File: src/registerFile.sv
module registerFile (
	input  logic        clk,
	input  logic        reset,
	input  logic [4:0]  rs1,
	input  logic [4:0]  rs2,
	input  logic [4:0]  rd,
	input  logic        we,
	input  logic [31:0] wdata,
	output logic [31:0] rdata1,
	output logic [31:0] rdata2
);
	logic [31:0] regs [32];

	always_ff @(posedge clk) begin
		if (reset) begin
			for (int i = 0; i < 32; i++) begin
				regs[i] <= '0;
			end
		end else if (we && rd != 5'd0) begin
			regs[rd] <= wdata;
		end
	end

	assign rdata1 = regs[rs1];
	assign rdata2 = regs[rs2];

	// x0 reads zero after every edge
	assert property (@(posedge clk) disable iff (reset) regs[0] == 32'd0);
endmodule

File: config.mk
export PLATFORM = sky130hd
export DESIGN_NAME = registerFile
export DESIGN_NICKNAME = d
export VERILOG_FILES = /design/src/registerFile.sv
export SDC_FILE = /design/constraint.sdc
export NUM_CORES = 2
export LEC_CHECK = 0
export BUFFER_PORTS_ARGS = -buffer_cell sky130_fd_sc_hd__buf_2
export CAP_MARGIN = 10
export CORE_ASPECT_RATIO = 1.25
export CORE_MARGIN = 1
export CORE_UTILIZATION = 35
export CTS_BUF_LIST = sky130_fd_sc_hd__clkbuf_8 sky130_fd_sc_hd__clkbuf_16
export DETAILED_ROUTE_END_ITERATION = 12
export GPL_TIMING_DRIVEN = 1
export PLACE_DENSITY = 0.61
export SLEW_MARGIN = 20
export SYNTH_ARGS = -nofsm -noshare
export SYNTH_HDL_FRONTEND = slang
export SYNTH_SLANG_ARGS = --single-unit
File: constraint.sdc
create_clock -name clk -period 1.93 [get_ports clk]
set_input_delay 0.0965 -clock clk [delete_from_list [all_inputs] [get_ports clk]]
set_output_delay 0.0965 -clock clk [all_outputs]
set_load 0.1 [all_outputs]
* After elaboration in Yosys (flattened, before gate mapping)
Memories as Yosys holds them, arrays and structs flattened.
Index checks and enable logic that the tools add are counted.
** Storage, ports and cells
- Register bits :: 0
- Latch bits :: 0
- Memory bits (writable) :: 1024
- Memory bits (read-only) :: 0
- Output and inout port bits :: 64
- Word-level logic and storage cells :: 12
- Memories kept :: 1
** Cells by class
- $add $sub $neg :: 0
- $mul :: 0
- Divide/modulo/power cells :: 0
- $lt $le $gt $ge :: 0
- Equal/unequal tests :: 0
- Shift operators :: 0
- Muxes and demuxes :: 8
- Bitwise gates (word level) :: 0
- Reductions and logical operators :: 3
** Memories
- regs :: words 32, bits a word 32, read ports 2, clocked after memory_dff 0, wr ports 32, RTL line 12 : logic [31:0] regs [32];
** Operators with widths (number)
- 32-bit 2-to-1 mux :: 1
- 32-bit OR reduction :: 1
- 1-bit 2-to-1 mux :: 6
- 5-bit 2-to-1 mux :: 1
- 5-bit nonzero test :: 1
- 1-bit logical AND :: 1

* Logic depth before layout (Yosys ltp)
- Word-level depth :: 7
- Gate-level depth with buffers :: 8
- Gate-level depth less buffers :: 5

* Least setup slack after synthesis
Ideal clock, no wire load.
- Kind :: input to output
- From :: input rs2[1]
- To :: output rdata2[25]
- Data arrival time :: 1923 ps
- Data required time :: 1833 ps
- Slack :: -90 ps
- Stages :: 8
- Path through :: buf_2 buf_4 buf_4 buf_6 mux2i_1 a22oi_1 a31oi_1 nand3_1
** Between the ends
- Word-level cells in the longest chain between the ends :: 1
** RTL lines
- from (decl) :: RTL line 5 : input logic [4:0] rs2,
- memory 32 x 32 bit
- to (decl) :: RTL line 10 : output logic [31:0] rdata2
Every way passes these cells.

==> flow_metrics.env <==
export IMPL_hold_viol=0
export IMPL_die_w_um=359.4
export IMPL_grt_pass1_vias=40870
export IMPL_regMostFlops="regs"
export IMPL_syn_inst=4605
export IMPL_total_power_mw=55.85
export IMPL_final_layout_size_suffix_gt1_share_pct=18.89
export IMPL_wl_um=209400
export IMPL_die_area_um2=161300
export IMPL_via_per_inst=5.757
export IMPL_first_iter_violations=4057
export IMPL_h_tree_depth=3
export IMPL_dr_pass1_iters=5
export IMPL_layout_setup_ws_ps=-387.2
export IMPL_fin_area_um2=68660
export IMPL_synth_top_area_cell="edfxtp_1"
export IMPL_drc=0
export IMPL_max_slew_margin_pct=53.84
export IMPL_max_stage_delay_ps=420
export IMPL_start_util_pct=35.32
export IMPL_syn_area_per_cell_um2=12.14
export IMPL_rsz0062_at_grt="true"
export IMPL_yosys_register_bits=1024
export IMPL_synthTopCellsByCount="1024 x edfxtp_1, 1024 x mux2i_1, 994 x and2_1, 218 x clkbuf_1, 196 x nand2_1"
export IMPL_ys_warn_count=0
export IMPL_numCtsBuffers=100
export IMPL_switchingPower_mw=15.76
export IMPL_grt_max_degree=61
export IMPL_yosysUniqueCellTypes=29
export IMPL_clock_path_buffers=3
export IMPL_max_freq_ghz=0.4316
export IMPL_timing_final_max_slew_violations=0
export IMPL_cap_violations=0
export IMPL_final_cells=7033
export IMPL_cts_tree="built"
export IMPL_largest_reg_flops=1024
export IMPL_syn_to_final_growth_pct=22.83
export IMPL_worstPathCellList="mux2i_1, a22o_1, nor3_1, a31oi_1, nand3_2, buf_12"
export IMPL_finalCritPeriodShare_pct=120.1
export IMPL_pre_cts_ws_ps=-254.3
export IMPL_synth_top_area_share_pct=55.01
export IMPL_io_buffers=113
export IMPL_peakVddDrop_mv=0.7219
export IMPL_status="complete, but fails checks"
export IMPL_finalSetupViolCount=64
export IMPL_worstSetupPathType="register to output port"
export IMPL_pwr_share_seq_pct=47.2
export IMPL_place_congestion=0.8628
export IMPL_boundaryPins=114
export IMPL_ant_nets=0
export IMPL_crit_buf_inv=1
export IMPL_die_h_um=448.8
export IMPL_synth_edff_count=1024
export IMPL_vias=40490
export IMPL_worst_slew_pin_slew_ps=692.4
export IMPL_clock_root_buffer="clkbuf_16"
export IMPL_cp_data_arrival_time_ps=2220
export IMPL_p_int_mw=40.09
export IMPL_p_per_area_nw_per_um2=813.5
export IMPL_slowest_stage="edfxtp_1"
export IMPL_startpoint_type="register"
export IMPL_antenna_found_initial=17
export IMPL_largest_registers="regs: 1024 flops"
export IMPL_hp_class="primary input to register"
export IMPL_grt_pass1_wl_um=294400
export IMPL_synth_top_flop_cell="edfxtp_1"
export IMPL_pwr_share_clk_pct=34.8
export IMPL_pwr_share_comb_pct=18.0
export IMPL_dp_cells=6842
export IMPL_place_hpwl_um=132500
export IMPL_grt_usage_pct=25.39
export IMPL_required_ps=1830
export IMPL_synth_area_leaders="edfxtp_1 55%, mux2i_1 18%, and2_1 11%, a22oi_1 2.6%, a22o_1 2.0%"
export IMPL_final_net_count=4932
export IMPL_swShare_pct=28.22
export IMPL_gr_total_overflow=0
export IMPL_crit_fanout=2
export IMPL_syn_area_um2=55900
export IMPL_num_fill_cells=14250
export IMPL_violations="negative setup slack"
export IMPL_ys_seq_area_share_pct=55.01
export IMPL_p_leak_nw=26.98
export IMPL_wl_per_cell_um=29.77
export IMPL_async_flop_share_pct=0
export IMPL_cts_clk_slew_worst_paths_ps=60
export IMPL_rows=163
export IMPL_core_area_um2=158300
export IMPL_min_period_ps=2317
export IMPL_fin_util_pct=43.38
export IMPL_end_kind="output port"
export IMPL_placed_cell_area_um2=64200
export IMPL_numClockSinks=1024
export IMPL_cp_top_family="flip-flops"
==> logic make-up (layout without fill, tap and decap cells) <==
| family | count (synthesis) | after routing | synth area share (%) |
|---|---|---|---|
| other | 1 | 44 | 0.006709 |
| DFF | 1024 | 1024 | 55.01 |
| muxes | 1024 | 1024 | 18.34 |
| AOI/OAI and AO/OA | 576 | 576 | 7.020 |
| and+or+nand+nor | 1534 | 1534 | 15.73 |
| buffers and inverters | 446 | 769 | 3.899 |
==> routing by layer <==
metal | track usage, % | up-vias | wire, um
met1 | 31.38 | 20620 | 81190
met2 | 41.84 | 1923 | 99030
met4 | 14.04 | 14 | 12300
met3 | 4.653 | 523 | 16750
li1 | - | 17400 | -
met5 | 0 | - | 135
==> path summary, 6_finish.rpt <==
kind / startpoint / slack, ps / to / cells after the start
setup / recovery: regs[7][24] / -390 / rdata1[24] / 6
hold / removal: wdata[29] / 30 / regs[12][29] / 2
==> layout make-up <==
class | count | area, um^2 | share of cell area, %
repair buffers | 590 | 7422 | 10.81
diodes | 12 | 30.03 | 0.04374
well taps | 2062 | 2580 | 3.758
clock inverters | 75 | 538.0 | 0.7836
clock buffers | 104 | 2603 | 3.791
flip-flops and latches | 1024 | 30750 | 44.79
multi-input cells | 3166 | 24730 | 36.03
==> power by group through the flow <==
stage / Combinational (mW) / Clock [mW] / Sequential [mW]
final: 10.1 / 19.4 / 26.3
after global routing: 10.4 / 20.3 / 26.5
after CTS: 10.0 / 19.6 / 26.3
after detailed placement: 9.55 / 0 / 26.8
after global placement: 9.50 / 0 / 26.7
after floorplan: 5.43 / 0 / 26.6
==> through the flow <==
| stage | hold WS [ps] | TNS (ps) |
|---|---|---|
| after floorplan | 294.7 | 0 |
| after global placement | 646.4 | -4666 |
| after detailed placement | 647.3 | -4525 |
| after CTS | 2.092 | -21500 |
| after global routing | 29.65 | -23820 |
| final | 29.92 | -18870 |
==> timing repair <==
item                       4_1_cts  5_1_grt
pin swaps                      106       80
setup endpoints to repair       64       64
setup buffers                    0        2
hold endpoints to repair       693        0
resized for setup              184       12
hold buffers                    29        0
==> placed cells by master (no fill, tap or decap), drive strengths merged <==
master          n
or3             2
inv            19
nand2b          5
nor2           35
mux2i        1024
a31oi          64
bufinv          7
nand3b          4
nand3         194
nor3           64
a21oi         192
nor2b           5
or2            33
conb           32
nand2         196
edfxtp       1024
clkbuf        104
clkinvlp        4
buf           561
a22oi         192
or3b            2
clkinv         45
dlygate4sd3    29
and2          994
a22o          128
diode          12
(Power assumes the default switching activity.)
