===== config.mk =====
export PLATFORM = sky130hd
export DESIGN_NAME = pcUnit
export DESIGN_NICKNAME = d
export VERILOG_FILES = /design/src/cpuPkg.sv /design/src/pcUnit.sv
export SDC_FILE = /design/constraint.sdc
export NUM_CORES = 1
export LEC_CHECK = 0
export ABC_AREA = 1
export BUFFER_PORTS_ARGS = -buffer_cell sky130_fd_sc_hd__buf_2
export CORE_MARGIN = 8
export CORE_UTILIZATION = 38
export DETAILED_ROUTE_END_ITERATION = 6
export GPL_TIMING_DRIVEN = 0
export HOLD_SLACK_MARGIN = 0.02
export PLACE_DENSITY = 0.6
export SLEW_MARGIN = 20
export SYNTH_ARGS = -nofsm -noshare
export SYNTH_HDL_FRONTEND = slang
export SYNTH_SLANG_ARGS = --single-unit

===== constraint.sdc =====
create_clock -name clk -period 5.6 [get_ports clk]
set_input_delay 1.12 -clock clk [delete_from_list [all_inputs] [get_ports clk]]
set_output_delay 1.12 -clock clk [all_outputs]
set_load 0.05 [all_outputs]

===== src/cpuPkg.sv =====
package cpuPkg;

	typedef enum logic [3:0] {
		ALU_ADD,
		ALU_SUB,
		ALU_SLL,
		ALU_SLT,
		ALU_SLTU,
		ALU_XOR,
		ALU_SRL,
		ALU_SRA,
		ALU_OR,
		ALU_AND,
		ALU_PASSB // lui
	} aluOp;

	typedef enum logic [1:0] {
		WB_ALU,
		WB_MEM,
		WB_PC4,
		WB_PCIMM // auipc
	} wbSel;

	typedef enum logic [1:0] {
		PC_SEQ,
		PC_BEQ,
		PC_JAL,
		PC_JALR
	} pcSel;

	typedef enum logic [1:0] {
		MEM_BYTE,
		MEM_HALF,
		MEM_WORD
	} memSize;

	typedef struct packed {
		aluOp        aluOp;
		logic        aluSrcImm;
		wbSel        wbSel;
		logic        regWrite;
		logic        memRead;
		logic        memWrite;
		memSize      memSize;
		logic        loadUnsigned;
		pcSel        pcSel;
		logic [31:0] imm;
		logic        invalid;
		logic        halt;
	} ctrlBundle;

	typedef struct packed {
		logic        regWrite;
		logic [4:0]  rd;
		logic [31:0] wbData;
		logic [31:0] nextPc;
	} retireInfo;

endpackage


===== src/pcUnit.sv =====
module pcUnit #(
	parameter logic [31:0] RESET_PC = 32'h0
) (
	input  logic         clk,
	input  logic         reset,
	input  cpuPkg::pcSel sel,
	input  logic [31:0]  imm,
	input  logic [31:0]  jumpBase,
	input  logic         zero,
	input  logic         hold,
	output logic [31:0]  pc,
	output logic [31:0]  pcPlus4,
	output logic [31:0]  nextPc
);
	logic [31:0] target;
	logic [31:0] computed;

	assign pcPlus4 = pc + 32'd4;
	assign target = pc + imm; // beq and jal

	always_comb begin
		case (sel)
			cpuPkg::PC_BEQ:  computed = zero ? target : pcPlus4;
			cpuPkg::PC_JAL:  computed = target;
			cpuPkg::PC_JALR: computed = {jumpBase[31:1], 1'b0};
			default:         computed = pcPlus4;
		endcase
	end

	assign nextPc = hold ? pc : computed;

	always_ff @(posedge clk) begin
		if (reset) pc <= RESET_PC;
		else pc <= nextPc;
	end

	assert property (@(posedge clk) disable iff (reset) pc[1:0] == 2'b00);
endmodule


== Word level (Yosys, flattened, before mapping) ==
Index checks and enable logic that the tools add are counted.
Word-level totals
  output and inout bits: 96
  bits in registers: 32
  memory bits (read-only): 0
  memories: 0
  latch bits: 0
  input port bits: 70
  word-level logic and storage cells: 9
  RAM bits: 0
Cells by class
  divide/modulo/power cells: 0
  multipliers: 0
  equality and inequality tests: 3
  bitwise logic cells: 0
  mux-type cells: 3
  add/subtract/negate cells: 2
  shift-type cells: 0
  magnitude comparators: 0
  reductions and logical operators: 0
Operators by type and width (count)
  $pmux 32 s3: 1
  $mux 32: 2
  $add 32x3->32 const B: 1
  $add 32x32->32: 1
  $eq 2x2->1 const B: 2
  $eq 2x1->1 const B: 1

== Logic depth before layout (Yosys ltp) ==
  word-level depth: 4
  depth in mapped cells: 15
  depth with buffers taken out: 15

== Worst setup path after synthesis ==
Ideal clock, no wire load.
  kind: input to output
  start point: input imm[0]
  end point: output nextPc[20]
  setup slack: 1.558 ns
  stages: 14
  data arrival time: 2.922 ns
  data required time: 4.480 ns
  cells stage by stage: ha_1 > inv_1 > fa_1 > inv_1 > nand3_1 > nand3_1 > nand3_1 > nand3_1 > nand2_1 > nand3_1 > nand3_1 > nand3_1 > o21ai_1 > inv_1
On the way
  word-level cells in the longest chain between the ends: 4
RTL lines
  start, declared: line pcUnit.sv:7  | input logic [31:0] imm,
  $add 32x32->32 (*): line pcUnit.sv:19  | assign target = pc + imm;
  $mux 32: line pcUnit.sv:23  | cpuPkg::PC_BEQ: computed = zero ? target : pcPlus4;
  $pmux 32 s3 (*): line pcUnit.sv:22  | case (sel)
  $mux 32 (*): line pcUnit.sv:30  | assign nextPc = hold ? pc : computed;
  end, declared: line pcUnit.sv:13  | output logic [31:0] nextPc
Mark *: on every way between the ends. The rest lies on a longest branch, timed or not.

== Worst setup path after layout ==
Same ends and word-level chain as after synthesis.

==> implementation parameters <==
Parameter                              Value

Outcome
  Status    completed

Timing
  Final worst clock skew    approximately 6 ps
  Transition time at the pin with the least slew margin    662 ps
  Unrepaired setup endpoints after global routing    false
  Count of pins over their slew limit    0
  Number of endpoints failing setup at the final stage    0
  Fmax achieved    210 MHz
  Total Negative Setup Slacks    0 ps
  Count of endpoints failing hold in the final timing report    0
  Worst slew slack as a fraction of its limit    55.5%
  Min Clock Period, post-route    4760 ps
  Period utilisation layout    ~85%

Cells and area
  Most flop-heavy register    pc
  Number of flip-flops under the largest register name    32
  Antenna diode count    0
  Ratio of cells with drive above 1 in the final layout    around a fifth
  Nets@finish    1281
  Biggest registers after layout    pc (32)
  Core Util, Final    47.6%
  Post-route standard cell area excluding fillers    about 0.0066 mm^2
  Count of non-filler cells in the finished layout    about 1400
  Most common cell after layout, fill and taps aside    sky130_fd_sc_hd__nand2_1
  Area growth from synthesis to layout    22.7%
  Highest-count cells in the layout ignoring fill and taps    sky130_fd_sc_hd__nand2_1, sky130_fd_sc_hd__inv_1, sky130_fd_sc_hd__buf_2, sky130_fd_sc_hd__nand3_1, sky130_fd_sc_hd__nor2_1

Placed design
  GPL Wtd Cong    between 0.9 and 1
  Post-detailed-placement half-perimeter wirelength    18.7 mm
  Placed instance count    1351
  Count of port buffers added during placement    about 160
  Post-detailed-placement cell area    around 0.0064 mm^2

Critical path
  Kind of end point of the critical path    output port
  Reg-to-reg startpoint    pc[0]
  Setup slack, reg-to-reg    2940 ps
  Data required time at the worst endpoint    4480 ps
  Data arrival time at the worst-slack endpoint    ~3600 ps
  Critical Path Start Type    input port
  Reg2reg end    pc[20]
  Worst Path Max Fanout    4
  Category of the critical setup timing path    in -> out
  Worst reg-to-reg path cell count    15

GRT
  First-pass GRT wire length    between 30 and 40 mm
  Maximum number of pins on one net before global-route repair    11
  Total global-route track usage    23.6%
  Antenna violations before repair    0
  Number of global-route vias before repair    about 6400
  Total grt overflow    0

Routing
  Pre-antenna DRT Iters    5
  Wire length reported by the detailed router    22.0 mm
  Wire per inst    16.2 um
  Detailed router's first-iteration violation count    roughly 500
  Vias post-DR    ~6600
  Via density    between 4 and 5
  Residual DRC count    0
  Number of nets with antenna violations after routing    0

Floorplanning
  Die area    roughly 0.018 mm^2
  Initial Utilization    roughly 39%
  Die height    about 140 um
  # rows    43
  Total I/O pin count    between 150 and 200
  Floorplan core area    about 0.014 mm^2
  Chip Width    about 140 um

Hold path
  End point of the worst hold path    pc[1]
  Hold path depth    2
  Path type of the worst min-delay path    reg -> reg
  Hold_sp    pc[1]

Power
  Worst voltage drop across the vdd grid    0.144 mV
  Power Density    ~220 mW/mm^2
  Leakage power summed over all cells    roughly 0.0041 uW

Clock network
  Number of post-CTS setup repair buffers    0
  Count of clock tree sinks    32
  Maximum root-to-sink buffer count    2
  Reg clk slew, reported paths    50 ps
  Clock latency on the worst-skew pair    just under 300 ps
  H-Tree Depth    2
  Number of buffers inserted for hold repair after clock tree synthesis    0
  Clock tree from TritonCTS    yes
  Root buffer cell    sky130_fd_sc_hd__clkbuf_16
  CTS Buf Count    5
  Resized cells post-CTS    0

Yosys
  Cell area after synthesis    0.00539 mm^2
  Share of synthesized area occupied by flip-flops and latches    between 10% and 20%
  Total nets after synthesis    roughly 1100
  Yosys Warn Count    0
  Yosys reg bits    32
  Yosys cell types    between 40 and 50
  Synthesized area per cell    between 5 and 6 um^2
  Count of mapped cells out of synthesis    ~1000

Run
  Max-cap viol count    0
==> Yosys cell counts (all sizes together) <==
| cell type | count | area (um^2) |
|---|---|---|
| a32oi | 1 | 8.76 |
| o21bai | 4 | 30.0 |
| nor3 | 16 | 165 |
| dfxtp | 32 | 641 |
| nand2 | 401 | 1530 |
| dlygate4sd1 | 2 | 17.5 |
| o22ai | 8 | 50.1 |
| nand3b | 6 | 45.0 |
| nor3b | 1 | 12.5 |
| and2 | 1 | 6.26 |
| buf | 6 | 33.8 |
| nand4 | 12 | 93.8 |
| nor2 | 73 | 329 |
| o2111ai | 2 | 17.5 |
| inv | 216 | 811 |
| nor4 | 2 | 12.5 |
| nand3 | 75 | 390 |
| or2 | 6 | 37.5 |
| xnor2 | 6 | 52.6 |
| ha | 32 | 400 |
| a21oi | 41 | 228 |
| fa | 1 | 20.0 |
| o211ai | 7 | 57.6 |
| xor2 | 16 | 155 |
| o21ai | 27 | 143 |
| clkbuf | 11 | 81.3 |
| and3 | 1 | 6.26 |
| a21o | 2 | 15.0 |
==> metal layers <==
layer / vias to the layer above / wire [um] / global-route usage [%] / share of wire [%]
met2: 242 / 9980 / 39.6 / 45
met1: 2941 / 9890 / 30.7 / 45
met4: 0 / 401 / 4.94 / 1.8
met5: - / 0 / 0 / 0
li1: 3438 / - / - / -
met3: 22 / 1690 / 4.46 / 7.7
==> cell type report <==
type / count / area [um^2]
Buffer: 19 / 133
Fill cell: 1648 / 7270
Clock inverter: 1 / 30.0
Inverter: 216 / 811
Timing Repair Buffer: 163 / 816
Tap cell: 180 / 225
Sequential cell: 32 / 641
Clock buffer: 7 / 153
Multi-Input combinational cell: 741 / 3810
==> where the power goes <==
group	internal, uW	total (uW)	switching, uW
sequential	247	298	50.2
clock	234	344	110
combinational	212	806	594
total	694	1450	755
==> kinds of logic (layout without fill, tap and decap cells) <==
family                     count (synthesis)  after routing  synth area share [%]
DFF                                       32             32                  11.9
adders and majority gates                 33             33                  7.80
and+or+nand+nor                          594            594                  48.8
xor gates and xnor gates                  22             22                  3.85
buffers and inverters                    235            406                  17.5
AOI/OAI and AO/OA                         92             92                  10.2
==> critical path: stages <==
cell	delay, ps
sky130_fd_sc_hd__buf_2	100
sky130_fd_sc_hd__ha_1	210
sky130_fd_sc_hd__inv_1	70
sky130_fd_sc_hd__fa_1	430
sky130_fd_sc_hd__inv_1	140
sky130_fd_sc_hd__nand3_1	80
sky130_fd_sc_hd__nand3_1	160
sky130_fd_sc_hd__nand3_1	100
sky130_fd_sc_hd__nand3_1	230
sky130_fd_sc_hd__nand2_1	110
sky130_fd_sc_hd__nand3_1	80
sky130_fd_sc_hd__nand3_1	150
sky130_fd_sc_hd__nand3_1	150
sky130_fd_sc_hd__o21ai_1	110
sky130_fd_sc_hd__inv_1	100
sky130_fd_sc_hd__buf_2	270
==> worst max path at each step <==
| stage | startpoint | to | slack [ps] | cells past startpoint |
|---|---|---|---|---|
| final | imm[0] | nextPc[20] | 840 | 16 |
| after global routing | imm[0] | nextPc[20] | 690 | 16 |
| after CTS | imm[0] | nextPc[20] | 880 | 16 |
| after detailed placement | imm[0] | nextPc[20] | 890 | 16 |
| after global placement | imm[0] | nextPc[20] | 900 | 16 |
| after floorplan | imm[0] | nextPc[20] | 1560 | 14 |
==> per-stage QoR <==
stage          worst slack, ps  hold slack, ps  power (uW)
2_1_floorplan             1560             749         872
3_3_place_gp               901             566        1100
3_5_place_dp               893             560        1100
4_1_cts                    878             575        1450
5_1_grt                    691             607        1530
6_report                   842             589        1450
Power figures use the tool's default switching activity.
