===== config.mk =====
export PLATFORM = sky130hd
export DESIGN_NAME = alu
export DESIGN_NICKNAME = d
export VERILOG_FILES = /design/src/cpuPkg.sv /design/src/alu.sv
export SDC_FILE = /design/constraint.sdc
export NUM_CORES = 1
export LEC_CHECK = 0
export BUFFER_PORTS_ARGS = -buffer_cell sky130_fd_sc_hd__buf_2
export CAP_MARGIN = 10
export CELL_PAD_IN_SITES_DETAIL_PLACEMENT = 1
export CELL_PAD_IN_SITES_GLOBAL_PLACEMENT = 1
export CORE_UTILIZATION = 35
export DETAILED_ROUTE_END_ITERATION = 10
export PLACE_DENSITY_LB_ADDON = 0.1
export SLEW_MARGIN = 20
export SYNTH_ARGS = -nofsm -noshare
export SYNTH_HDL_FRONTEND = slang
export SYNTH_SLANG_ARGS = --single-unit

===== constraint.sdc =====
create_clock -name vclk -period 11.9
set_input_delay 0.595 -clock vclk [all_inputs]
set_output_delay 0.595 -clock vclk [all_outputs]
set_load 0.02 [all_outputs]

===== src/cpuPkg.sv =====
package cpuPkg;

	typedef enum logic [3:0] {
		ALU_ADD,
		ALU_SUB,
		ALU_SLL,
		ALU_SLT,
		ALU_SLTU,
		ALU_XOR,
		ALU_SRL,
		ALU_SRA,
		ALU_OR,
		ALU_AND,
		ALU_PASSB // lui
	} aluOp;

	typedef enum logic [1:0] {
		WB_ALU,
		WB_MEM,
		WB_PC4,
		WB_PCIMM // auipc
	} wbSel;

	typedef enum logic [1:0] {
		PC_SEQ,
		PC_BEQ,
		PC_JAL,
		PC_JALR
	} pcSel;

	typedef enum logic [1:0] {
		MEM_BYTE,
		MEM_HALF,
		MEM_WORD
	} memSize;

	typedef struct packed {
		aluOp        aluOp;
		logic        aluSrcImm;
		wbSel        wbSel;
		logic        regWrite;
		logic        memRead;
		logic        memWrite;
		memSize      memSize;
		logic        loadUnsigned;
		pcSel        pcSel;
		logic [31:0] imm;
		logic        invalid;
		logic        halt;
	} ctrlBundle;

	typedef struct packed {
		logic        regWrite;
		logic [4:0]  rd;
		logic [31:0] wbData;
		logic [31:0] nextPc;
	} retireInfo;

endpackage


===== src/alu.sv =====
module alu (
	input  cpuPkg::aluOp op,
	input  logic [31:0]  a,
	input  logic [31:0]  b,
	output logic [31:0]  result,
	output logic         zero
);
	logic [4:0] shamt;

	assign shamt = b[4:0];

	always_comb begin
		case (op)
			cpuPkg::ALU_ADD:   result = a + b;
			cpuPkg::ALU_SUB:   result = a - b;
			cpuPkg::ALU_SLL:   result = a << shamt;
			cpuPkg::ALU_SLT:   result = {31'b0, $signed(a) < $signed(b)};
			cpuPkg::ALU_SLTU:  result = {31'b0, a < b};
			cpuPkg::ALU_XOR:   result = a ^ b;
			cpuPkg::ALU_SRL:   result = a >> shamt;
			cpuPkg::ALU_SRA:   result = $unsigned($signed(a) >>> shamt);
			cpuPkg::ALU_OR:    result = a | b;
			cpuPkg::ALU_AND:   result = a & b;
			cpuPkg::ALU_PASSB: result = b;
			default:           result = '0;
		endcase
	end

	assign zero = result == 32'd0; // beq after sub
endmodule


After elaboration in Yosys (flattened, before gate mapping)
Index checks and enable logic that the tools add are counted.
{ "word_totals": {"reg_bits": 0, "in_bits": 68, "out_inout_bits": 33, "word_cells": 23} }
{ "classes": {"add_sub_neg": 2, "order_cmp": 2, "n_eq_ne": 10, "n_shift": 3, "n_mux": 1, "bitwise": 3, "n_reduce_logical": 2} }
{ "op_table": {"columns": ["operator", "count"], "rows": [
  ["$pmux 32 s11", 1],
  ["$lt 32x32->1", 2],
  ["$add 32x32->32", 1],
  ["$and 32x32->32", 1],
  ["$logic_not 32->1", 1],
  ["$or 32x32->32", 1],
  ["$shl 32x5->32", 1],
  ["$shr 32x5->32", 1],
  ["$sshr 32x5->32", 1],
  ["$sub 32x32->32", 1],
  ["$xor 32x32->32", 1],
  ["$eq 4x3->1 const B", 4],
  ["$eq 4x4->1 const B", 3],
  ["$eq 4x2->1 const B", 2],
  ["$eq 4x1->1 const B", 1],
  ["$logic_not 4->1", 1]
]} }

Depth between registers and ports, before layout
Gate-level depths: netlist (run 1).
{ "logic_depth": {"ltp_word": 3, "mapped_depth": 16, "depth_no_buf": 13} }

Least setup slack after synthesis (run 1)
Ideal clock, no wire load.
{ "synth_path": {"kind": "in2out", "from": "input port b[2]", "to": "output port zero", "t_arrival_ns": 5.389, "required_time_ns": 11.305, "slack_ns": 5.916, "cell_stages": 15, "n_path_buf": 4, "path_cell_list": "buf_4 inv_1 buf_1 buf_1 ha_1 clkbuf_1 or4_1 a211oi_1 nor4_1 o21ai_1 a21oi_1 or4_1 or4_1 or4_1 nor4_2"} }
{ "synth_via": {"elab_chain_cells": 3, "word_cells_on_any_way": 12, "cone_classes": "add/sub (2); order compare (2); shift (3); mux (1); bitwise (3); reduce/logical (1)"} }
{ "synth_rtl": {"columns": ["item", "line_no", "source"], "rows": [
  ["start, declared", "alu.sv:4", "input logic [31:0] b,"],
  ["$sub 32x32->32 (tied with other cells)", "alu.sv:15", "cpuPkg::ALU_SUB: result = a - b;"],
  ["$pmux 32 s11 *", "alu.sv:13", "case (op)"],
  ["net result[15]", "alu.sv:5", "output logic [31:0] result,"],
  ["$logic_not 32->1 *", "alu.sv:29", "assign zero = result == 32'd0;"],
  ["end, declared", "alu.sv:6", "output logic zero"]
]} }
The timed path passes the listed nets; every way through them passes the cells marked *.

Worst setup path in the final report (run 1)
{ "layout_path": {"from": "input port b[3]", "to": "output port zero"} }
{ "layout_via": {"elab_chain_cells": 3, "word_cells_on_any_way": 12, "cone_classes": "add/sub (2); order compare (2); shift (3); mux (1); bitwise (3); reduce/logical (1)"} }
{ "layout_rtl": {"columns": ["item", "line_no"], "rows": [
  ["$sub 32x32->32 (tied with other cells)", "alu.sv:15"],
  ["$pmux 32 s11 *", "alu.sv:13"],
  ["$logic_not 32->1 *", "alu.sv:29"]
]} }
Mark *: on every way between the ends. The rest lies on a longest branch, timed or not.

==> results.json, run 1 <==
{
  "outcome": "completed",
  "post_cts_buffers": 0,
  "layout.cells.non_filler": 1904,
  "gp_congestion": 1.07,
  "fin_area_um2": 11100,
  "dieHeight_um": 175,
  "hold_viol_final": 0,
  "synth_warnings": 0,
  "nClkBuffers": 0,
  "num_antenna_cells": 0,
  "cts_hold_buf": 0,
  "min_to": "result[8]",
  "syn_nets": 1682,
  "yosysMostFrequentCell": "nand2_1",
  "routed_wl_um": 63000,
  "cpMaxStageDelayCell": "ha_1",
  "min_from": "b[8]",
  "period_needed_ns": 6.80,
  "crit_arrival_ns": 6.20,
  "seqCellArea_um2": 0,
  "p_leak_nw": 4.49,
  "maxCapViolations": 0,
  "syn_inst": 1512,
  "syn_area_um2": 10400,
  "relSlewSlack": 0.210,
  "yosys.area.top_type_share": 0.120,
  "end_kind": "output pin",
  "io_buffers": 101,
  "synth_area_leaders": "ha_1, mux4_2, mux2_2",
  "syn_avg_cell_area_um2": 6.89,
  "place_inst": 1904,
  "post_cts_resize_count": 0,
  "fin_util": 0.384,
  "whs_ns": 1.89,
  "hp-class": "input pin to output pin",
  "drv_slew": 0,
  "vias": 13400,
  "die_x_um": 175,
  "worstSetupPathType": "input pin to output pin",
  "n_sequential_cell": 0,
  "grt_overflow_total": 0,
  "path_max_fanout": 59,
  "period_share": 0.571,
  "rows": 62,
  "hold_path_depth": 6,
  "cpMostUsedCell": "or4_1",
  "antenna_found_initial": 2,
  "via_per_inst": 7.06,
  "final_nets": 1692,
  "grt_pass1_wl_um": 91700,
  "dpl_cell_area_um2": 11100,
  "yosys.area.top_type": "ha_1",
  "wl_per_cell_um": 33.1,
  "startpoint_type": "input pin",
  "core_um2": 29000,
  "setup_viol_count_final": 0,
  "rsz0062_at_grt": "false",
  "drc_errors": 0,
  "drt-initial-drc-count": 1582,
  "dieArea_um2": 30500,
  "first_pass_iters": 5,
  "ys_types": 87,
  "area_growth_pct": 6.85,
  "fmax_mhz": 147,
  "worstMarginPinSlew_ns": 1.18,
  "start_util": 0.359,
  "crit_path_cell_trace": "buf_2 > buf_4 > inv_1 > ha_1 > nor3_1 > a2111oi_2 > nor4_1 > o311ai_0 > nand3b_1 > a211o_1 > or4_1 > or4_1 > or4_1 > nor4_2 > buf_2",
  "power-per-cell-area_nw_per_um2": 53.8,
  "io-pin-count": 101,
  "synth-seq-area-share": 0,
  "ant_nets": 0,
  "grt_usage": 0.403,
  "layout-drive-gt1-share": 0.164,
  "tns_ns": 0,
  "grt_pass1_vias": 13000,
  "grt_max_degree": 64,
  "synth_commonest_cells": "nand2_1, nor2_1, ha_1",
  "hpwl_um": 49800,
  "cp.required_ns": 11.31,
  "crit_path_max_incr_delay_ns": 0.68,
  "ir_drop_mv": 0.0274
}
## placed cells by master, fill, tap and decap left out, types with 15 or more instances in the layout
cell type and n:
mux4_2 43, nor4_1 18, nand2_1 137, nand2b_1 36, mux2_2 47, nand3_1 36
inv_1 99, ha_1 100, a31oi_1 21, buf_2 99, nand4_1 16, o22ai_1 28
a21o_1 17, o211ai_1 30, a21oi_1 98, or3_1 16, nor3_1 40, o21ai_0 88
or4_1 15, nor2b_1 26, a221oi_1 15, a22oi_1 23, a211oi_1 35, nor2_1 135
mux2i_1 47, buf_4 29
## per-layer routing
metal | wire length [µm] | part of all wire | track usage
met2 | 27600 | 0.44 | 0.631
met1 | 27800 | 0.44 | 0.572
met4 | 2350 | 0.037 | 0.130
met3 | 5260 | 0.083 | 0.0475
met5 | 9 | 0.00014 | 0
## cells by family after synthesis
group	share of synthesized area
adders and majority gates	0.124
and+or+nand+nor	0.253
xor gates and xnor gates	0.0151
AOI/OAI and AO/OA	0.330
buffers and inverters	0.0878
muxes	0.190
## through the flow
step | worst slack (ns) | power (mW)
after floorplan | 5.92 | 0.362
after global placement | 5.40 | 0.576
after detailed placement | 5.30 | 0.577
after CTS | 5.29 | 0.579
after global routing | 4.87 | 0.627
final | 5.10 | 0.599
## power breakdown
part / leakage (nW) / internal (mW) / switching [mW] / total, mW
Combinational: 4.49 / 0.192 / 0.407 / 0.599
Clock: 0 / 0 / 0 / 0
Sequential: 0 / 0 / 0 / 0
## critical path: cells and delay by family
kind                     cells  cell delay (ns)
AND/OR/NAND/NOR              7             2.19
adder cells (fa/ha/maj)      1             0.68
AO/OA/AOI/OAI                3             1.33
buffers and inverters        4             1.39
## layout make-up
class	instances	area, µm²
inverters	105	394
repair buffers	128	713
fillers	3751	17900
multi-input cells	1287	9540
well taps	384	480
## worst max-delay path by stage
stage	from	end	cells past startpoint
final	b[3]	zero	15
after floorplan	b[2]	zero	15
after global placement	b[3]	zero	14
after global routing	b[3]	zero	15
after detailed placement	b[3]	zero	15
after CTS	b[3]	zero	15
No activity file was read; power rests on OpenSTA's default activity.
==> run 2: changes to the inputs <==
clock period = 6.9 ns   (was 11.9 ns; I/O delays follow)
==> run 2 against run 1 <==
  * Setup slack got worse by 4.1 ns
  * Cell count rose by 0.79%
  * Critical path depth fell by 1
  * Wire length fell by 1.0%
  * Flip-flop and latch count did not move
  * Cell area rose by 0.80%
  * Non-clock buffer count rose by 13
  * Hold slack got worse by 0.48 ns
  * Die area did not move
  * First-iteration DRC count rose by 5.6%
  * Core utilization rose by 0.31 points
  * Via count fell by 0.25%
==> results.json, run 2 (same netlist as run 1, synthesis figures left out) <==
{
  "outcome": "completed",
  "period_needed_ns": 5.86,
  "wl_per_cell_um": 32.5,
  "post-place-ws_ns": 1.21,
  "fin_util": 0.387,
  "io-pin-count": 101,
  "cpMaxStageDelayCell": "or4_1",
  "critPathTopFamily": "simple AND/OR/NAND/NOR gates",
  "first_pass_iters": 5,
  "fin_area_um2": 11200,
  "layout-drive-gt1-share": 0.170,
  "gp_congestion": 1.09,
  "dr_wl_met2_um": 27200,
  "maxCapViolations": 0,
  "seqCellArea_um2": 0,
  "vias": 13400,
  "via_per_inst": 6.99,
  "area_growth_pct": 7.70,
  "period_share": 0.849,
  "ant_nets": 0,
  "antenna_found_initial": 3,
  "die_x_um": 175,
  "dieArea_um2": 30500,
  "rsz0062_at_grt": "false",
  "drc_errors": 0,
  "core_um2": 29000,
  "setup_viol_count_final": 0,
  "grt_overflow_total": 0,
  "grt_pass1_vias": 13000,
  "final_common_cell": "nand2_1",
  "hold_viol_final": 0,
  "cts_hold_buf": 0,
  "io_buffers": 101,
  "crit_path_max_incr_delay_ns": 0.61,
  "worstSetupPathType": "input pin to output pin",
  "crit_arrival_ns": 5.51,
  "grt_max_degree": 62,
  "cp_num_buf_inv": 3,
  "hpwl_um": 49400,
  "n_sequential_cell": 0,
  "relSlewSlack": 0.207,
  "n_fill_cell": 3773,
  "post_cts_buffers": 0,
  "met3WireLength_um": 5630,
  "end_kind": "output pin",
  "rows": 62,
  "startpoint_type": "input pin",
  "cpMostUsedCell": "or4_1",
  "wl_met1_um": 27100,
  "tns_ns": 0,
  "grt_pass1_wl_um": 90900,
  "cp.required_ns": 6.55,
  "final_nets": 1705,
  "dpl_cell_area_um2": 11200,
  "grt_usage": 0.398,
  "drv_slew": 0,
  "routed_wl_um": 62300,
  "multi_input_area_um2": 9530,
  "drt-initial-drc-count": 1670,
  "fmax_mhz": 171,
  "layout_common_cells": "nand2_1, nor2_1, ha_1, buf_2, inv_1",
  "crit_path_cell_trace": "buf_2 > clkinv_1 > ha_1 > a21o_1 > a21oi_1 > a2111oi_0 > or3_1 > xor2_1 > a211o_1 > or4_1 > or4_1 > or4_1 > nor4_2 > buf_2",
  "routed.top_layer": "met5",
  "nClkBuffers": 0,
  "worstMarginPinSlew_ns": 1.16,
  "post_cts_resize_count": 0,
  "dieHeight_um": 175,
  "start_util": 0.359,
  "worst_slack_ns": 1.04,
  "hp-class": "input pin to output pin",
  "path_max_fanout": 20
}
[run 2: cell types whose count changed in the layout (fill, tap and decap cells not counted)]
cell and change:
buf_2 +1, buf_4 +12, diode_2 +2, nor4bb_2 -1, nor4bb_1 +1, nor3_2 -1, o311ai_1 -1, nor3_1 +1
o311ai_0 +1
[run 2: worst min-delay path, cell delays in order]
cell and delay [ns]:
buf_2 0.12, a22o_1 0.15, nand2_1 0.06, o21ai_0 0.08, a211o_1 0.13, buf_2 0.18
[run 2: cell type report]
class | count | share of cell area
Multi-Input combinational cell | 1287 | 0.850
Timing Repair Buffer | 141 | 0.0721
Tap cell | 384 | 0.0428
Inverter | 105 | 0.0351
Antenna cell | 2 | 0.000446
[run 2: path summary, 6_finish.rpt]
kind	from	end	slack, ns	depth (start not counted)
worst min-delay path	b[8]	result[8]	1.41	6
worst max-delay path	b[4]	zero	1.04	14
[run 2: metal layers]
| layer | track usage | vias up |
|---|---|---|
| met5 | 0 | - |
| met4 | 0.124 | 2 |
| met3 | 0.0626 | 139 |
| met2 | 0.617 | 751 |
| met1 | 0.561 | 6732 |
| li1 | - | 5786 |
[run 2: per-stage QoR]
stage	hold slack, ns	std cells
after floorplan	1.04	1512
after global placement	1.36	1916
after detailed placement	1.39	1917
after CTS	1.39	1917
after global routing	1.43	1917
final	1.41	1919
