## config.mk

```make
export PLATFORM = sky130hd
export DESIGN_NAME = instDecoder
export DESIGN_NICKNAME = d
export VERILOG_FILES = /design/src/cpuPkg.sv /design/src/instDecoder.sv
export SDC_FILE = /design/constraint.sdc
export NUM_CORES = 1
export LEC_CHECK = 0
export BUFFER_PORTS_ARGS = -buffer_cell sky130_fd_sc_hd__buf_2
export CAP_MARGIN = 20
export CORE_AREA = 2 2 55 57
export DETAILED_ROUTE_END_ITERATION = 12
export DIE_AREA = 0 0 57 59
export GPL_TIMING_DRIVEN = 0
export PLACE_DENSITY = 0.72
export SLEW_MARGIN = 5
export SYNTH_ARGS = -nofsm -noshare
export SYNTH_HDL_FRONTEND = slang
export SYNTH_SLANG_ARGS = --single-unit
```

## constraint.sdc

```tcl
create_clock -name vclk -period 4.8
set_input_delay 0.96 -clock vclk [all_inputs]
set_output_delay 0.96 -clock vclk [all_outputs]
set_load 0.02 [all_outputs]
```

## src/cpuPkg.sv

```systemverilog
package cpuPkg;

	typedef enum logic [3:0] {
		ALU_ADD,
		ALU_SUB,
		ALU_SLL,
		ALU_SLT,
		ALU_SLTU,
		ALU_XOR,
		ALU_SRL,
		ALU_SRA,
		ALU_OR,
		ALU_AND,
		ALU_PASSB // lui
	} aluOp;

	typedef enum logic [1:0] {
		WB_ALU,
		WB_MEM,
		WB_PC4,
		WB_PCIMM // auipc
	} wbSel;

	typedef enum logic [1:0] {
		PC_SEQ,
		PC_BEQ,
		PC_JAL,
		PC_JALR
	} pcSel;

	typedef enum logic [1:0] {
		MEM_BYTE,
		MEM_HALF,
		MEM_WORD
	} memSize;

	typedef struct packed {
		aluOp        aluOp;
		logic        aluSrcImm;
		wbSel        wbSel;
		logic        regWrite;
		logic        memRead;
		logic        memWrite;
		memSize      memSize;
		logic        loadUnsigned;
		pcSel        pcSel;
		logic [31:0] imm;
		logic        invalid;
		logic        halt;
	} ctrlBundle;

	typedef struct packed {
		logic        regWrite;
		logic [4:0]  rd;
		logic [31:0] wbData;
		logic [31:0] nextPc;
	} retireInfo;

endpackage

```

## src/instDecoder.sv

```systemverilog
module instDecoder (
	input  logic [31:0]       inst,
	output cpuPkg::ctrlBundle ctrl
);
	typedef enum logic [6:0] {
		OP_LUI    = 7'b0110111,
		OP_AUIPC  = 7'b0010111,
		OP_JAL    = 7'b1101111,
		OP_JALR   = 7'b1100111,
		OP_BRANCH = 7'b1100011,
		OP_LOAD   = 7'b0000011,
		OP_STORE  = 7'b0100011,
		OP_IMM    = 7'b0010011,
		OP_REG    = 7'b0110011
	} opcodeT;

	logic [2:0] funct3;
	logic [6:0] funct7;
	logic [31:0] immI, immS, immB, immU, immJ;

	assign funct3 = inst[14:12];
	assign funct7 = inst[31:25];

	assign immI = {{20{inst[31]}}, inst[31:20]};
	assign immS = {{20{inst[31]}}, inst[31:25], inst[11:7]};
	assign immB = {{19{inst[31]}}, inst[31], inst[7], inst[30:25], inst[11:8], 1'b0};
	assign immU = {inst[31:12], 12'b0};
	assign immJ = {{11{inst[31]}}, inst[31], inst[19:12], inst[20], inst[30:21], 1'b0};

	always_comb begin
		ctrl = '0; // defaults to a sequential no-op
		ctrl.aluOp = cpuPkg::ALU_ADD;
		ctrl.wbSel = cpuPkg::WB_ALU;
		ctrl.pcSel = cpuPkg::PC_SEQ;
		ctrl.memSize = cpuPkg::MEM_WORD;
		case (opcodeT'(inst[6:0]))
			OP_LUI: begin
				ctrl.aluOp = cpuPkg::ALU_PASSB;
				ctrl.aluSrcImm = 1'b1;
				ctrl.imm = immU;
				ctrl.regWrite = 1'b1;
			end
			OP_AUIPC: begin
				ctrl.imm = immU;
				ctrl.wbSel = cpuPkg::WB_PCIMM;
				ctrl.regWrite = 1'b1;
			end
			OP_JAL: begin
				ctrl.imm = immJ;
				ctrl.wbSel = cpuPkg::WB_PC4;
				ctrl.pcSel = cpuPkg::PC_JAL;
				ctrl.regWrite = 1'b1;
			end
			OP_JALR: begin
				ctrl.imm = immI;
				ctrl.aluSrcImm = 1'b1;
				ctrl.wbSel = cpuPkg::WB_PC4;
				ctrl.pcSel = cpuPkg::PC_JALR;
				ctrl.regWrite = 1'b1;
				ctrl.invalid = funct3 != 3'b000;
			end
			OP_BRANCH: begin
				ctrl.imm = immB;
				ctrl.aluOp = cpuPkg::ALU_SUB;
				ctrl.pcSel = cpuPkg::PC_BEQ;
				ctrl.invalid = funct3 != 3'b000; // beq only
			end
			OP_LOAD: begin
				ctrl.imm = immI;
				ctrl.aluSrcImm = 1'b1;
				ctrl.wbSel = cpuPkg::WB_MEM;
				ctrl.memRead = 1'b1;
				ctrl.regWrite = 1'b1;
				ctrl.memSize = cpuPkg::memSize'(funct3[1:0]);
				ctrl.loadUnsigned = funct3[2];
				ctrl.invalid = funct3[1:0] == 2'b11 || (funct3[2] && funct3[1]);
			end
			OP_STORE: begin
				ctrl.imm = immS;
				ctrl.aluSrcImm = 1'b1;
				ctrl.memWrite = 1'b1;
				ctrl.memSize = cpuPkg::memSize'(funct3[1:0]);
				ctrl.invalid = funct3[2] || funct3[1:0] == 2'b11;
			end
			OP_IMM: begin
				ctrl.imm = immI;
				ctrl.aluSrcImm = 1'b1;
				ctrl.regWrite = 1'b1;
				case (funct3)
					3'b000: ctrl.aluOp = cpuPkg::ALU_ADD;
					3'b010: ctrl.aluOp = cpuPkg::ALU_SLT;
					3'b011: ctrl.aluOp = cpuPkg::ALU_SLTU;
					3'b100: ctrl.aluOp = cpuPkg::ALU_XOR;
					3'b110: ctrl.aluOp = cpuPkg::ALU_OR;
					3'b111: ctrl.aluOp = cpuPkg::ALU_AND;
					default: ctrl.invalid = 1'b1; // no shift-immediates
				endcase
			end
			OP_REG: begin
				ctrl.regWrite = 1'b1;
				case ({funct7, funct3})
					10'b0000000_000: ctrl.aluOp = cpuPkg::ALU_ADD;
					10'b0100000_000: ctrl.aluOp = cpuPkg::ALU_SUB;
					10'b0000000_001: ctrl.aluOp = cpuPkg::ALU_SLL;
					10'b0000000_010: ctrl.aluOp = cpuPkg::ALU_SLT;
					10'b0000000_011: ctrl.aluOp = cpuPkg::ALU_SLTU;
					10'b0000000_100: ctrl.aluOp = cpuPkg::ALU_XOR;
					10'b0000000_101: ctrl.aluOp = cpuPkg::ALU_SRL;
					10'b0100000_101: ctrl.aluOp = cpuPkg::ALU_SRA;
					10'b0000000_110: ctrl.aluOp = cpuPkg::ALU_OR;
					10'b0000000_111: ctrl.aluOp = cpuPkg::ALU_AND;
					default: ctrl.invalid = 1'b1;
				endcase
			end
			default: begin
				ctrl.halt = inst == 32'h0010_0073; // ebreak
				ctrl.invalid = !ctrl.halt;
			end
		endcase
		if (ctrl.invalid) begin
			ctrl.regWrite = 1'b0;
			ctrl.memWrite = 1'b0;
			ctrl.memRead = 1'b0;
			ctrl.pcSel = cpuPkg::PC_SEQ;
		end
	end
endmodule

```

=== Yosys cells after proc, flatten, opt, wreduce, memory -nomap -nowiden ===
Index checks and enable logic that the tools add are counted.

* Reduce and logical (&&, ||, !) cells: 18
* Equal/unequal tests: 25
* Muxes and demuxes: 18

{| class="wikitable"
|+ Operators with widths
! operator !! number
|-
| $pmux 32 s5 || 1
|-
| $eq 10x3->1 const B || 4
|-
| $pmux 4 s9 || 1
|-
| $eq 32x21->1 const B || 1
|-
| $eq 7x6->1 const B || 3
|-
| $eq 7x7->1 const B || 3
|-
| $eq 10x2->1 const B || 2
|-
| $eq 10x9->1 const B || 2
|-
| $pmux 4 s5 || 1
|-
| $pmux 4 s4 || 1
|-
| $eq 7x5->1 const B || 2
|-
| $pmux 2 s3 || 2
|-
| $eq 10x1->1 const B || 1
|-
| $logic_not 10->1 || 1
|-
| $reduce_or 10->1 || 1
|-
| $eq 3x3->1 const B || 3
|-
| $reduce_or 9->1 || 1
|-
| $mux 1 || 8
|-
| $reduce_or 2->1 || 4
|-
| $eq 7x2->1 const B || 1
|-
| $reduce_or 7->1 || 1
|-
| $eq 3x2->1 const B || 2
|-
| $pmux 1 s6 || 1
|-
| $reduce_or 3->1 || 2
|-
| 10 further kinds || 12
|}

* Register bits after elaboration: 0
* Output and inout bits: 49

=== Logic depth before layout (Yosys ltp) ===
Gate-level depths: netlist of the first run.

* Depth after elaboration: 5
* Depth in mapped cells: 7
* Mapped depth without buffers: 5

=== Worst setup path after synthesis of the first run ===
OpenSTA, ideal clock, no wires.

* Path kind: input-to-output
* Start: input inst[13]
* End: output ctrl[34] (netlist name)
* Stages on the path: 6
* Required time: 3.840 ns
* Data arrival time: 2.608 ns
* Setup slack: 1.232 ns
* Path through: or3_1 -> a21oi_1 -> a31oi_1 -> or4_1 -> buf_2 -> nor3_1

{| class="wikitable"
|+ RTL lines
! what !! line !! text
|-
| start: declaration || instDecoder.sv:2 || <nowiki>input logic [31:0] inst,</nowiki>
|-
| end: declaration || instDecoder.sv:3 || <nowiki>output cpuPkg::ctrlBundle ctrl</nowiki>
|}

==> impl_metrics.ini, run 1 <==
[final_layout]
nets = 259
regArea_sq_um = 0
layout_common_cells = buf_2 (87), a21o_1 (19), nor2_1 (10), nand2_1 (9), and2_1 (9)
area_delta_synth_final_pct = 47.1
n_fill_cell = 321
mostFrequentLayoutCell = buf_2
layout-drive-gt1-share_pct = 42.2
multi_input_area_sq_um = 836
clockBufferCount = 0
seq_cells = 0
antennaDiodeCount = 0
fin_cells = 256

[global_routing]
antenna_found_initial = 0
grt_pass1_vias = 1251
overflow = 0
grt_max_degree = 11
gr-usage-all-layers_pct = 19.4
grt_first_pass_wirelength_mm = 5.55

[synthesis]
synth_compound_area_share_pct = 43.6
synth_simple_gate_area_share_pct = 43.2
muxShareOfSynthArea_pct = 1.09
synth_area_leaders = a21o_1 (15%), and2_1 (6.1%), a22o_1 (4.8%), or3_1 (4.8%), a21oi_1 (4.3%)
syn-instance-count = 146
synth_xor_xnor_area_share_pct = 2.85
ys_types = 45
syn-num-nets = 178
syn_area_per_cell_sq_um = 6.31
synth_top_area_share_pct = 15.5
syn_area_sq_um = 921
synth-seq-area-share_pct = 0
yosys.area.top_type = a21o_1
ys.warnings.count = 0
synth_top_family_by_area = compound AO/OA/AOI/OAI gates
synthAdderAreaFrac_pct = 0

[hold_path]
worstHoldPathType = primary input to primary output

[power_and_ir_drop]
p_per_area_nw_per_um2 = 58.8
ir_drop_v = 0.0000289
netSwitchingFraction_pct = 59.7
p_clk_share_pct = 0
leakage_nw = 0.860
p_comb_share_pct = 100.0
p_seq_share_pct = 0
p_int_mw = 0.0321
p_switching_mw = 0.0476

[critical_path]
path_class = primary input to primary output
crit_arrival_ns = 2.88
slowest_delay_ns = 0.52
cp.required_ns = 3.84
critPathCaptureType = primary output
cp_cell_sequence = buf_2 > buf_2 > nor2_1 > nand3_1 > nor3b_1 > o21a_1 > a21o_1 > buf_2
critPathSlowestCell = nor3b_1
path_common_cell = buf_2
cp-start-kind = primary input
worstPathMaxFanout = 10

[die]
dieArea_sq_um = 3360
num_rows = 19
start_util_pct = 34.0
io_pins = 81
die_h_um = 59
die_width_um = 57
coreArea_sq_um = 2710

[placed_design]
dp_hpwl_mm = 2.84
io_buffers = 79
gp_congestion = 0.864
post-place-cells = 256

[routing]
drtPass1Iterations = 4
wl_per_cell_um = 13.7
vias = 1446
ant_nets = 0
viasPerCell = 5.65
drc = 0
wl_mm = 3.52
drtIter0Drc = 40

[timing]
slew_headroom_pct = 61.4
finalHoldViolations = 0
min_period_over_period_pct = 80.0
final.setup.tns_ns = 0
setup-violations-final = 0
rsz0062_at_grt = no
worst_pin_slew_ns = 0.574
fin_crit_ns = 3.84
fmax_ghz = 0.260
slew_violations = 0

[clock_network]
post-cts-setup-buffers = 0
cts_resized = 0
postCtsHoldBufs = 0

[job]
maxCapViolations = 0

[status]
status = complete, no violations
## cells in the mapped netlist, types with 2 or more instances
master,number
a21o_1,19
a21oi_1,8
a22o_1,5
a2bb2oi_1,2
a31oi_1,2
and2_1,9
buf_2,8
clkbuf_1,3
inv_1,4
nand2_1,9
nand3_1,3
nand4_1,2
nor2_1,10
nor2b_1,3
nor3_1,4
nor3b_1,2
nor4_1,6
nor4b_1,3
o21a_1,2
o21ai_0,5
o22ai_1,3
or2_2,3
or3_1,7
or4_1,2
xor2_1,2
## final cells by class
class / instances / share of cell area [%]
well taps: 31 / 2.86
inverters: 4 / 1.11
plain buffers: 13 / 5.17
repair buffers: 79 / 29.2
multi-input cells: 129 / 61.7
## per-layer routing
layer  track usage [%]  routed length (um)  share of wire (%)  vias up
met4              2.33                  22               0.63        0
met5                 0                   0                  0        -
met1              26.6                1570                 45      672
li1                  -                   -                  -      710
met3              1.31                 234                6.6        4
met2              34.6                1690                 48       60
## power by group through the flow
stage / logic [mW] / registers, mW / clock network, mW
after floorplan: 0.0472 / 0 / 0
after global placement: 0.0778 / 0 / 0
after detailed placement: 0.0783 / 0 / 0
after CTS: 0.0787 / 0 / 0
after global routing: 0.0867 / 0 / 0
final: 0.0796 / 0 / 0
## through the flow
step	power (mW)	instance area (sq um)	hold WS [ns]	util (%)	worst slack, ns
after floorplan	0.0472	921	2.07	-	1.23
after global placement	0.0778	1360	2.25	50.0	0.983
after detailed placement	0.0783	1360	2.25	50.0	0.984
after CTS	0.0787	1360	2.25	50.0	0.986
after global routing	0.0867	1360	2.27	50.0	0.755
final	0.0796	1360	2.25	50.0	0.958
## worst max-delay path, delay by kind of cell
kind | cells | cell delay (ns)
buffers and inverters | 3 | 0.44
AOI/OAI and AO/OA | 2 | 0.52
and+or+nand+nor | 3 | 0.95
## cell families after synthesis
group           after synthesis
mux                           1
buf+inv                      17
simple gates                 69
xor+xnor                      3
compound gates               56
## path summary, 6_finish.rpt
| kind | startpoint | end | depth (start not counted) |
|---|---|---|---|
| max | inst[2] | ctrl[19] | 8 |
| min | inst[16] | ctrl[18] | 3 |
(Power assumes the default switching activity.)
==> run 2: changes to the inputs <==
--- a/config.mk
+++ b/config.mk
@@ -5,13 +5,14 @@
 export SDC_FILE = /design/constraint.sdc
 export NUM_CORES = 1
 export LEC_CHECK = 0
+export ABC_AREA = 1
 export BUFFER_PORTS_ARGS = -buffer_cell sky130_fd_sc_hd__buf_2
 export CAP_MARGIN = 20
-export CORE_AREA = 2 2 55 57
+export CORE_AREA = 2 2 57 59
 export DETAILED_ROUTE_END_ITERATION = 12
-export DIE_AREA = 0 0 57 59
+export DIE_AREA = 0 0 59 61
 export GPL_TIMING_DRIVEN = 0
-export PLACE_DENSITY = 0.72
+export PLACE_DENSITY = 0.74
 export SLEW_MARGIN = 5
 export SYNTH_ARGS = -nofsm -noshare
 export SYNTH_HDL_FRONTEND = slang
==> constraint.sdc (replaced) <==
create_clock -name vclk -period 3.08
set_input_delay 0.616 -clock vclk [all_inputs]
set_output_delay 0.616 -clock vclk [all_outputs]
set_load 0.02 [all_outputs]
==> run 2 against run 1 <==
  * Sequential share of layout area unchanged
  * Sequential cell count did not move
  * Setup slack worse by 0.55 ns
  * Count of clock-buffer cells in the layout did not move
  * Hold slack got worse by 0.69 ns
  * Global-route usage grew 2.0 points
  * Core utilization fell by 0.51 points
  * Synthesized cell count up 52%
  * Cell count up 31%
  * Critical endpoint is now ctrl[14]
==> impl_metrics.ini, run 2 <==
[synthesis]
synth_commonest_cells = nand2_1 (67), nor2_1 (45), inv_1 (35)
yosys.area.top_type = nand2_1
ys.warnings.count = 0
synth_top_area_share_pct = 24.8
syn-instance-count = 222
syn-num-nets = 254
syn_area_sq_um = 1010
ys_types = 23
synth-seq-area-share_pct = 0
yosysMostFrequentCell = nand2_1
synth_area_leaders = nand2_1 (25%), nor2_1 (17%), inv_1 (13%), nand3_1 (9.4%), o21ai_0 (8.4%)
syn_area_per_cell_sq_um = 4.57

[global_routing]
grt_first_pass_wirelength_mm = 6.31
overflow = 0
antenna_found_initial = 0
grt_max_degree = 11
gr-usage-all-layers_pct = 21.4
grt_pass1_vias = 1483

[timing]
whs_ns = 1.56
slew_headroom_pct = 76.4
fmax_ghz = 0.375
min_period_over_period_pct = 86.6
final.setup.tns_ns = 0
slew_violations = 0
setup_slack_ns = 0.412
rsz0062_at_grt = no
finalHoldViolations = 0
fin_crit_ns = 2.67
worst_pin_slew_ns = 0.351
setup-violations-final = 0

[die]
dieArea_sq_um = 3600
num_rows = 20
io_pins = 81
start_util_pct = 34.4
coreArea_sq_um = 2950
die_width_um = 59
die_h_um = 61

[status]
status = complete, no violations

[routing]
vias = 1668
ant_nets = 0
wl_mm = 3.84
drc = 0
drtIter0Drc = 71
viasPerCell = 4.96
wl_per_cell_um = 11.4
drtPass1Iterations = 4

[power_and_ir_drop]
p_per_area_nw_per_um2 = 79.6
leakage_nw = 1.00
ir_drop_v = 0.0000347

[final_layout]
utilization_pct = 49.5
clockBufferCount = 0
layout_common_cells = buf_2 (82), nand2_1 (67), nor2_1 (45), inv_1 (35), nand3_1 (19)
area_delta_synth_final_pct = 44.0
nets = 337
n_fill_cell = 344
layout-drive-gt1-share_pct = 32.7
fin_cells = 336
regArea_sq_um = 0
mostFrequentLayoutCell = buf_2
antennaDiodeCount = 0
seq_cells = 0

[placed_design]
dp_slack_ns = 0.430
post-place-cells = 336
io_buffers = 81
dp_hpwl_mm = 3.25
gp_congestion = 0.910

[critical_path]
crit_path_end = ctrl[14]
crit_arrival_ns = 2.05
path_class = primary input to primary output
cp.required_ns = 2.46
startpoint = inst[4]
worstPathMaxFanout = 10
critPathCaptureType = primary output
cp-start-kind = primary input

[clock_network]
post-cts-setup-buffers = 0
postCtsHoldBufs = 0
cts_resized = 0

[job]
maxCapViolations = 0

[hold_path]
worstHoldPathType = primary input to primary output
-- run 2: changes by cell type after synthesis, moves of 7 or more --
cell / before / now
nor2_1: 10 / 45
o21ai_0: 5 / 17
nand2_1: 9 / 67
a21o_1: 19 / 0
nand3_1: 3 / 19
buf_2: 8 / 1
or3_1: 7 / 0
inv_1: 4 / 35
and2_1: 9 / 0
-- run 2: per-layer routing --
layer  wire (um)  GRT usage (%)  up-vias
met1        1720           28.3      712
met2        1770           39.0       78
li1            -              -      872
met4          44           3.25        0
met3         297           1.28        6
met5           0              0        -
-- run 2: power breakdown --
part	switching, mW	total [mW]	internal, mW
logic	0.0782	0.116	0.0381
clock network	0	0	0
registers	0	0	0
total	0.0782	0.116	0.0381
-- run 2: kinds of logic (layout without fill, tap and decap cells) --
family	after synthesis	in the layout	share of synthesized area, %
buf+inv	40	121	15.7
compound gates	24	24	13.4
simple gates	158	158	70.9
-- run 2: through the flow --
stage,total power [mW],instance area (sq um)
finish,0.116,1460
global route,0.130,1460
CTS,0.116,1460
detailed placement,0.115,1460
global placement,0.114,1460
floorplan,0.0613,1010
-- run 2: final cells by class --
class | count | area, sq um | area share (%)
Buffer | 2 | 16.3 | 1.11
Multi-Input combinational cell | 182 | 856 | 58.6
Tap cell | 33 | 41.3 | 2.83
Inverter | 38 | 143 | 9.76
Timing Repair Buffer | 81 | 405 | 27.7
-- run 2: worst min-delay path by stage --
stage | start | end | cells after the start
after floorplan | inst[4] | ctrl[37] | 1
after detailed placement | inst[29] | ctrl[11] | 4
after CTS | inst[29] | ctrl[11] | 4
after global routing | inst[27] | ctrl[9] | 4
final | inst[29] | ctrl[11] | 4
after global placement | inst[27] | ctrl[9] | 4
-- run 2: critical path, cell delays in order --
cell and delay [ns]:
buf_2 0.13, inv_2 0.06, nor2_2 0.26, nand3_2 0.24
nand2_1 0.27, inv_1 0.10, o21ai_0 0.17, buf_2 0.19
